## src/design/bowlingPkg.sv

```systemverilog
////////////////////////////////////////////////////////////
// shared widths and codes for the bowling scorer
// imported by wildcard into every module header, RTL and tb
// the rules of ten-pin bowling fix every value here
////////////////////////////////////////////////////////////

package bowlingPkg;

	////////////////////////////////////////////////////////////
	// game geometry
	////////////////////////////////////////////////////////////

	localparam int NUM_FRAMES = 10;      // frames per game
	localparam int PIN_COUNT  = 10;      // pins in a full rack
	localparam int MAX_ROLLS  = 21;      // 9 frames x 2 + 3 in the tenth

	////////////////////////////////////////////////////////////
	// widths
	////////////////////////////////////////////////////////////

	localparam int PIN_W         = 4;    // 0..10 pins
	localparam int ROLL_IDX_W    = 5;    // roll index 0..20, count 0..21
	localparam int FRAME_IDX_W   = 4;    // frame 0..9
	localparam int FRAME_SCORE_W = 6;    // one frame tops out at 30
	localparam int TOTAL_W       = 9;    // perfect game is 300

	////////////////////////////////////////////////////////////
	// frame kinds
	////////////////////////////////////////////////////////////

	localparam int KIND_W = 2;

	// open is the zero code, so a frame not yet closed reads open
	localparam logic [KIND_W-1:0] KIND_OPEN   = 2'd0;
	localparam logic [KIND_W-1:0] KIND_SPARE  = 2'd1;  // ten on two balls
	localparam logic [KIND_W-1:0] KIND_STRIKE = 2'd2;  // ten on first ball

	// note: code 2'd3 never produced

endpackage

```

## src/design/frameTracker.sv

```systemverilog
////////////////////////////////////////////////////////////
// frame tracker for the bowling scorer
// follows frame and ball position on every accepted roll,
// tags each frame open/spare/strike, notes its first roll index
// and closes the game after the tenth frame
////////////////////////////////////////////////////////////

`timescale 1ns/1ps

module frameTracker import bowlingPkg::*; (
	input  logic                              button,          // roll clock
	input  logic                              arstN,
	input  logic [PIN_W-1:0]                  pinsIn,
	input  logic [ROLL_IDX_W-1:0]             rollCount,       // index the ledger writes next
	output logic                              gameOver,
	output logic [NUM_FRAMES*KIND_W-1:0]      frameKinds,      // kind code per frame
	output logic [NUM_FRAMES*ROLL_IDX_W-1:0]  frameFirstRoll,  // first roll index per frame
	output logic                              tenthDone
);

	localparam int LAST_FRAME = NUM_FRAMES - 1;

	////////////////////////////////////////////////////////////
	// position state
	////////////////////////////////////////////////////////////

	logic [FRAME_IDX_W-1:0] curFrame;   // 0..9
	logic [1:0]             ball;       // ball within frame, 2 only in tenth
	logic [PIN_W-1:0]       firstPins;  // pins on first ball of current frame
	logic [PIN_W:0]         pairSum;    // first + second ball, one bit wider
	logic                   isTenth;
	logic                   isStrike;   // current ball knocks the full rack

	assign pairSum  = {1'b0, firstPins} + {1'b0, pinsIn};
	assign isTenth  = (curFrame == FRAME_IDX_W'(LAST_FRAME));
	assign isStrike = (pinsIn == PIN_W'(PIN_COUNT));

	// game ends exactly when the tenth frame closes
	assign gameOver = tenthDone;

	////////////////////////////////////////////////////////////
	// frame walk
	////////////////////////////////////////////////////////////

	always_ff @(posedge button or negedge arstN) begin
		if (!arstN) begin
			curFrame       <= '0;
			ball           <= 2'd0;
			firstPins      <= '0;
			frameKinds     <= '0;            // everything open
			frameFirstRoll <= '1;            // all ones = frame not started
			tenthDone      <= 1'b0;
		end else if (!tenthDone) begin
			case (ball)
				2'd0: begin
					// first ball, remember where the frame starts in the ledger
					frameFirstRoll[curFrame*ROLL_IDX_W +: ROLL_IDX_W] <= rollCount;
					firstPins <= pinsIn;
					if (isStrike) begin
						frameKinds[curFrame*KIND_W +: KIND_W] <= KIND_STRIKE;
						if (isTenth)
							ball <= 2'd1;          // tenth keeps rolling
						else
							curFrame <= curFrame + 1'b1;  // strike closes the frame
					end else begin
						ball <= 2'd1;
					end
				end
				2'd1: begin
					if (isTenth) begin
						// bonus ball only after strike or spare
						if (firstPins == PIN_W'(PIN_COUNT)) begin
							ball <= 2'd2;          // kind already strike
						end else if (pairSum == (PIN_W+1)'(PIN_COUNT)) begin
							frameKinds[curFrame*KIND_W +: KIND_W] <= KIND_SPARE;
							ball <= 2'd2;
						end else begin
							tenthDone <= 1'b1;     // open tenth, game over
						end
					end else begin
						if (pairSum == (PIN_W+1)'(PIN_COUNT))
							frameKinds[curFrame*KIND_W +: KIND_W] <= KIND_SPARE;
						else
							frameKinds[curFrame*KIND_W +: KIND_W] <= KIND_OPEN;
						curFrame <= curFrame + 1'b1;
						ball     <= 2'd0;
					end
				end
				default: begin
					tenthDone <= 1'b1;             // third ball of the tenth
				end
			endcase
		end
	end

	////////////////////////////////////////////////////////////
	// checks
	////////////////////////////////////////////////////////////

	// second ball in frames 1..9 cannot beat the pins left standing
	secondBallLegal: assert property (@(posedge button) disable iff (!arstN)
		(!tenthDone && ball == 2'd1 && !isTenth) |->
			(pairSum <= (PIN_W+1)'(PIN_COUNT)))
		else $error("second ball %0d after %0d pins exceeds rack", pinsIn, firstPins);

endmodule

```

## src/design/rollLedger.sv

```systemverilog
////////////////////////////////////////////////////////////
// roll ledger for the bowling scorer
// keeps the pin count of every accepted roll, in order,
// plus the number of rolls taken so far
////////////////////////////////////////////////////////////

`timescale 1ns/1ps

module rollLedger import bowlingPkg::*; (
	input  logic                         button,
	input  logic                         arstN,
	input  logic [PIN_W-1:0]             pinsIn,
	input  logic                         gameOver,   // freezes the ledger
	output logic [ROLL_IDX_W-1:0]        rollCount,  // rolls recorded
	output logic [MAX_ROLLS*PIN_W-1:0]   rollPins    // roll i at [i*PIN_W +: PIN_W]
);

	logic acceptRoll;

	// a roll counts only while the game runs
	assign acceptRoll = !gameOver && (rollCount < ROLL_IDX_W'(MAX_ROLLS));

	////////////////////////////////////////////////////////////
	// roll counter
	////////////////////////////////////////////////////////////

	always_ff @(posedge button or negedge arstN) begin
		if (!arstN)
			rollCount <= '0;
		else if (acceptRoll)
			rollCount <= rollCount + 1'b1;  // next free slot
	end

	////////////////////////////////////////////////////////////
	// pin history
	////////////////////////////////////////////////////////////

	// stale entries past rollCount are never scored
	always_ff @(posedge button) begin
		if (arstN && acceptRoll)
			rollPins[rollCount*PIN_W +: PIN_W] <= pinsIn;
	end

	////////////////////////////////////////////////////////////
	// checks
	////////////////////////////////////////////////////////////

	// tracker must close the game before the ledger runs out
	rollCountBound: assert property (@(posedge button) disable iff (!arstN)
		!gameOver |-> (rollCount < ROLL_IDX_W'(MAX_ROLLS)))
		else $error("game still open with all %0d roll slots used", rollCount);

	// no roll can knock more than a full rack
	rollPinsLegal: assert property (@(posedge button) disable iff (!arstN)
		!gameOver |-> (pinsIn <= PIN_W'(PIN_COUNT)))
		else $error("illegal roll of %0d pins", pinsIn);

endmodule

```

## src/design/frameScorer.sv

```systemverilog
////////////////////////////////////////////////////////////
// frame scorer for the bowling scorer
// combinational from tracker and ledger state: per-frame score
// and ready flag, the frameSel readout and the running total
////////////////////////////////////////////////////////////

`timescale 1ns/1ps

module frameScorer import bowlingPkg::*; (
	input  logic [NUM_FRAMES*KIND_W-1:0]      frameKinds,
	input  logic [NUM_FRAMES*ROLL_IDX_W-1:0]  frameFirstRoll,
	input  logic [ROLL_IDX_W-1:0]             rollCount,
	input  logic [MAX_ROLLS*PIN_W-1:0]        rollPins,
	input  logic                              tenthDone,
	input  logic [FRAME_IDX_W-1:0]            frameSel,
	output logic [FRAME_SCORE_W-1:0]          frameScore,  // selected frame, 0 if not ready
	output logic                              frameReady,
	output logic [TOTAL_W-1:0]                gameTotal    // sum of ready frames
);

	localparam int LAST_FRAME = NUM_FRAMES - 1;

	logic [FRAME_SCORE_W-1:0] rawScore [NUM_FRAMES];  // valid only once ready
	logic [NUM_FRAMES-1:0]    readyVec;

	// ledger lookup, zero past the end (unstarted frames point there)
	function automatic logic [PIN_W-1:0] pinAt(input logic [ROLL_IDX_W:0] idx);
		pinAt = '0;
		if (idx < (ROLL_IDX_W+1)'(MAX_ROLLS))
			pinAt = rollPins[idx*PIN_W +: PIN_W];
	endfunction

	////////////////////////////////////////////////////////////
	// per-frame score and ready
	////////////////////////////////////////////////////////////

	for (genvar f = 0; f < NUM_FRAMES; f++) begin : gFrame
		logic [KIND_W-1:0]     kind;
		logic [ROLL_IDX_W:0]   first;   // one bit wider, all ones = not started
		logic [FRAME_SCORE_W-1:0] bonus;

		assign kind  = frameKinds[f*KIND_W +: KIND_W];
		assign first = {1'b0, frameFirstRoll[f*ROLL_IDX_W +: ROLL_IDX_W]};

		// strike: 10 + next two, spare: 10 + next one, tenth: its own balls
		// all three reduce to the first three ledger entries of the frame
		assign bonus = (kind == KIND_OPEN) ? '0 : FRAME_SCORE_W'(pinAt(first + 2'd2));
		assign rawScore[f] = FRAME_SCORE_W'(pinAt(first))
			+ FRAME_SCORE_W'(pinAt(first + 1'b1)) + bonus;

		if (f == LAST_FRAME) begin : gTenth
			assign readyVec[f] = tenthDone;  // tenth settles with the game
		end else begin : gEarly
			logic [ROLL_IDX_W:0] need;     // rolls from first until ready

			assign need = (kind == KIND_OPEN) ? (ROLL_IDX_W+1)'(2) : (ROLL_IDX_W+1)'(3);
			assign readyVec[f] = ((first + need) <= {1'b0, rollCount});
		end

		// a settled frame never scores past three full racks
		always_comb begin
			if (readyVec[f])
				assert (rawScore[f] <= FRAME_SCORE_W'(3*PIN_COUNT))
				else $error("frame %0d scores %0d", f, rawScore[f]);
		end
	end

	////////////////////////////////////////////////////////////
	// readout
	////////////////////////////////////////////////////////////

	always_comb begin
		frameReady = 1'b0;
		frameScore = '0;
		if (frameSel < FRAME_IDX_W'(NUM_FRAMES)) begin  // 10..15 read as empty
			frameReady = readyVec[frameSel];
			if (frameReady)
				frameScore = rawScore[frameSel];
		end
	end

	////////////////////////////////////////////////////////////
	// running total
	////////////////////////////////////////////////////////////

	always_comb begin
		gameTotal = '0;
		for (int f = 0; f < NUM_FRAMES; f++) begin
			if (readyVec[f])
				gameTotal = gameTotal + TOTAL_W'(rawScore[f]);  // pending bonus frames skipped
		end
	end

endmodule

```

## src/design/bowlingScorer.sv

```systemverilog
////////////////////////////////////////////////////////////
// ten-pin bowling scorer, top level
// each rising button edge takes pinsIn as one roll; frame
// scores read out through frameSel, total and game over live
////////////////////////////////////////////////////////////

`timescale 1ns/1ps

module bowlingScorer import bowlingPkg::*; (
	input  logic                      button,      // one edge per roll
	input  logic                      arstN,
	input  logic [PIN_W-1:0]          pinsIn,
	input  logic [FRAME_IDX_W-1:0]    frameSel,
	output logic [FRAME_SCORE_W-1:0]  frameScore,
	output logic                      frameReady,
	output logic [TOTAL_W-1:0]        gameTotal,
	output logic                      gameOver
);

	// tracker to scorer
	logic [NUM_FRAMES*KIND_W-1:0]      frameKinds;
	logic [NUM_FRAMES*ROLL_IDX_W-1:0]  frameFirstRoll;
	logic                              tenthDone;

	// ledger to tracker and scorer
	logic [ROLL_IDX_W-1:0]             rollCount;
	logic [MAX_ROLLS*PIN_W-1:0]        rollPins;

	////////////////////////////////////////////////////////////
	// tracker and ledger both step on every accepted roll
	////////////////////////////////////////////////////////////

	frameTracker uTracker (
		.button         (button),
		.arstN          (arstN),
		.pinsIn         (pinsIn),
		.rollCount      (rollCount),
		.gameOver       (gameOver),
		.frameKinds     (frameKinds),
		.frameFirstRoll (frameFirstRoll),
		.tenthDone      (tenthDone)
	);

	rollLedger uLedger (
		.button    (button),
		.arstN     (arstN),
		.pinsIn    (pinsIn),
		.gameOver  (gameOver),
		.rollCount (rollCount),
		.rollPins  (rollPins)
	);

	frameScorer uScorer (
		.frameKinds     (frameKinds),
		.frameFirstRoll (frameFirstRoll),
		.rollCount      (rollCount),
		.rollPins       (rollPins),
		.tenthDone      (tenthDone),
		.frameSel       (frameSel),
		.frameScore     (frameScore),
		.frameReady     (frameReady),
		.gameTotal      (gameTotal)
	);

endmodule

```

## config.mk

```make
export PLATFORM = sky130hd
export DESIGN_NAME = bowlingScorer
export DESIGN_NICKNAME = d
export VERILOG_FILES = /design/src/design/bowlingPkg.sv /design/src/design/frameTracker.sv /design/src/design/rollLedger.sv /design/src/design/frameScorer.sv /design/src/design/bowlingScorer.sv
export SDC_FILE = /design/constraint.sdc
export NUM_CORES = 2
export LEC_CHECK = 0
export BUFFER_PORTS_ARGS = -buffer_cell sky130_fd_sc_hd__buf_4
export CORE_MARGIN = 2
export CORE_UTILIZATION = 28
export DETAILED_ROUTE_END_ITERATION = 16
export GPL_TIMING_DRIVEN = 1
export HOLD_SLACK_MARGIN = 0.12
export PLACE_DENSITY = 0.52
export SLEW_MARGIN = 10
export SYNTH_ARGS = -nofsm -noshare
export SYNTH_HDL_FRONTEND = slang
export SYNTH_HIERARCHICAL = 1
export SYNTH_SLANG_ARGS = --single-unit
```

## constraint.sdc

```tcl
create_clock -name button -period 20.1 [get_ports button]
set_clock_uncertainty 0.15 [all_clocks]
set_input_delay 6.03 -clock button [delete_from_list [all_inputs] [get_ports button]]
set_output_delay 6.03 -clock button [all_outputs]
set_load 0.03 [all_outputs]
```

==> metrics.yaml <==
crit_arrival_ps: 12850
slew_headroom: 0.2498
fin_util: 0.3000
fin_nets: 3858
dr_total_vias: 32720
worst_setup_path_start_kind: "register"
critical_path_depth: 59
grt_usage: 0.2193
ctsHoldBuffers: 0
portBuffers: 26
dp_hpwl_mm: 108.2
cts_buffers: 17
synth_edf_count: 84
synth_nets: 4124
power_uw: 722.0
yosysTopAreaCell: "mux4_2"
min_period_ps: 19030
synth-seq-area-share: 0.1318
cts.clk_slew.worst_paths_ps: 80
syn_avg_cell_area_sq_um: 9.293
cpMostUsedCell: "ha_1"
status: "finished clean"
synthArstFlopShare: 0.5059
fin_area_sq_um: 38260
routed_wl_mm: 148.4
cap_violations: 0
tightest_slew_ps: 1117
hp-class: "register to register"
synth_top_family_by_area: "multiplexers"
die_area_sq_um: 131300
r2r_slack_ps: 15920
initial_core_util: 0.2819
die_h_um: 362.3
first_pass_iters: 6
yosysMostFrequentCell: "mux4_2"
crit_fanout: 12
critical_path.startpoint: "uLedger/rollPins[61]$_DFFE_PP_"
setup.worst_path.class: "register to output pin"
crit_buf_inv: 5
cts.sinks: 170
synth_xor_xnor_area_share: 0.02540
ir_drop_mv: 0.05618
vias_per_cell: 6.195
synthTopCellsByArea: "mux4_2 26%, mux2i_1 8.2%, edfxtp_1 7.0%"
tritoncts: "done"
clockBufferDepth: 2
yosysWarnings: 6
finalSetupViolations: 0
r2r_end: "uLedger/rollPins[54]$_DFFE_PP_"
place_congestion: 0.9291
ys_ff_latch: 170
synth_top_cell_area_share: 0.2612
wl_per_cell_um: 28.10
synth_common_cells: "417 x mux4_2, 356 x clkbuf_1, 302 x nor2_1"
crit_end: "gameTotal[8]"
drt_iter0_markers: 4048
grt_pass1_vias: 31250
row_count: 131
maxClockFrequency_mhz: 52.54
drv_slew: 0
p_leak_nw: 11.72
synth_cell_types: 101
htree_levels: 4
critPathRequiredTime_ps: 13920
synthCells: 3869
layout-drive-gt1-share: 0.2483
drc_errors: 0
synth-adder-area-share: 0.09779
ios: 27
synthSimpleGateAreaFrac: 0.1355
grt_max_degree: 78
postPlaceCellArea_sq_um: 37570
max_stage_delay_ps: 790
synth_compound_area_frac: 0.1570
ant_nets: 0
finalHoldViolations: 0
power.density_nw_per_um2: 18.87
clock-root-buffer: "clkbuf_16"
finalSetupTns_ps: 0
antenna_found_initial: 5
clk_latency_ps: 440
crit_slowest_cell: "edfxtp_1"
rr_worst_depth: 9
synth_flop_cell: "edfxtp_1"
die_w_um: 362.3
crit_family: "adder cells"
overflow: 0
fillers: 13250
core-area_sq_um: 127500
grt_pass1_wl_mm: 217.3
r2r-start: "uLedger/rollCount[0]$_DFFE_PN0P_"
worst_setup_path_end_kind: "output pin"
syn_area_sq_um: 35950
area_delta_synth_final_pct: 6.410
synthMuxAreaShare: 0.3839
rsz0062_at_grt: "false"
timing.final.crit_share: 0.9468
[kinds of logic after synthesis]
| logic type | Yosys count |
|---|---|
| AOI/OAI and AO/OA | 865 |
| xor gates and xnor gates | 100 |
| adders and majority gates | 245 |
| buffers and inverters | 633 |
| DFF | 170 |
| muxes | 841 |
| and+or+nand+nor | 1015 |
[timing repair]
action | 4_1_cts | 5_1_grt
setup endpoints to repair | 0 | 3
setup buffers | 0 | 3
gates resized for setup | 0 | 5
[worst reg2reg max path, delay by kind of cell, from the launching register on]
kind                       cells  cell delay (ps)
and+or+nand+nor                3             1510
adders and majority gates      2              940
DFF                            1              320
buffers and inverters          4              900
[placed cells by master, fill, tap and decap left out, drive strengths merged, types with 54 or more instances in the layout]
cell	count
fa	60
edfxtp	84
mux4	417
o21ai	152
xnor2	76
buf	180
nor2	304
nor2b	105
a21oi	239
mux2i	294
a211oi	147
nor3	62
inv	172
or2	54
mux2	130
nand2	299
ha	185
[power by group]
group          switching [mW]  internal [mW]
registers                   0          0.363
logic                  0.0142        0.00624
clock network           0.150          0.189
total                   0.164          0.558
[sequential cells by signal (all words and copies together) (netlist names)]
signal / cells
uTracker/curFrame: 4
uTracker/frameFirstRoll: 50
uTracker/firstPins: 4
uLedger/rollCount: 5
uTracker/ball: 2
uTracker/frameKinds: 20
uLedger/rollPins: 84
uTracker/gameOver: 1
[worst min path at each step]
| stage | cells after the start | to | start | slack (ps) |
|---|---|---|---|---|
| finish | 1 | uTracker/frameKinds[13]$_DFFE_PN0P_ | uTracker/frameKinds[13]$_DFFE_PN0P_ | 340 |
| global route | 1 | uTracker/frameKinds[15]$_DFFE_PN0P_ | uTracker/frameKinds[15]$_DFFE_PN0P_ | 360 |
| global placement | 1 | uTracker/frameKinds[13]$_DFFE_PN0P_ | uTracker/frameKinds[13]$_DFFE_PN0P_ | 320 |
| detailed placement | 1 | uTracker/frameKinds[13]$_DFFE_PN0P_ | uTracker/frameKinds[13]$_DFFE_PN0P_ | 320 |
| CTS | 1 | uTracker/frameKinds[13]$_DFFE_PN0P_ | uTracker/frameKinds[13]$_DFFE_PN0P_ | 340 |
| floorplan | 2 | uTracker/frameFirstRoll[28]$_DFFE_PN1P_ | uTracker/frameFirstRoll[28]$_DFFE_PN1P_ | 300 |
[metal layers]
metal / GRT usage / part of all wire / vias up
met4: 0.1050 / 0.053 / 2
met2: 0.3234 / 0.43 / 2049
met3: 0.07087 / 0.12 / 347
li1: - / - / 14040
met5: 0 / 0.000081 / -
met1: 0.2887 / 0.40 / 16280
[cell type report]
class                      count  area, sq um  share of cell area
timing repair buffer         180         1386             0.03624
inverter                     168        633.1             0.01655
tap                         1662         2079             0.05435
clock buffer                  17        425.4             0.01112
antenna                        4        10.01           0.0002616
clock inverter                15        182.7            0.004775
sequential                   170         4786              0.1251
multi-input combinational   3066        28760              0.7516
[through the flow]
step                setup slack, ps  hold slack (ps)  std cells
floorplan                      1750            303.6       3869
global placement               1003            318.3       5243
detailed placement             1073            323.2       5243
CTS                           565.4            340.6       5275
global route                  26.85            361.6       5278
finish                         1068            337.3       5282
No activity file was read; power rests on OpenSTA's default activity.
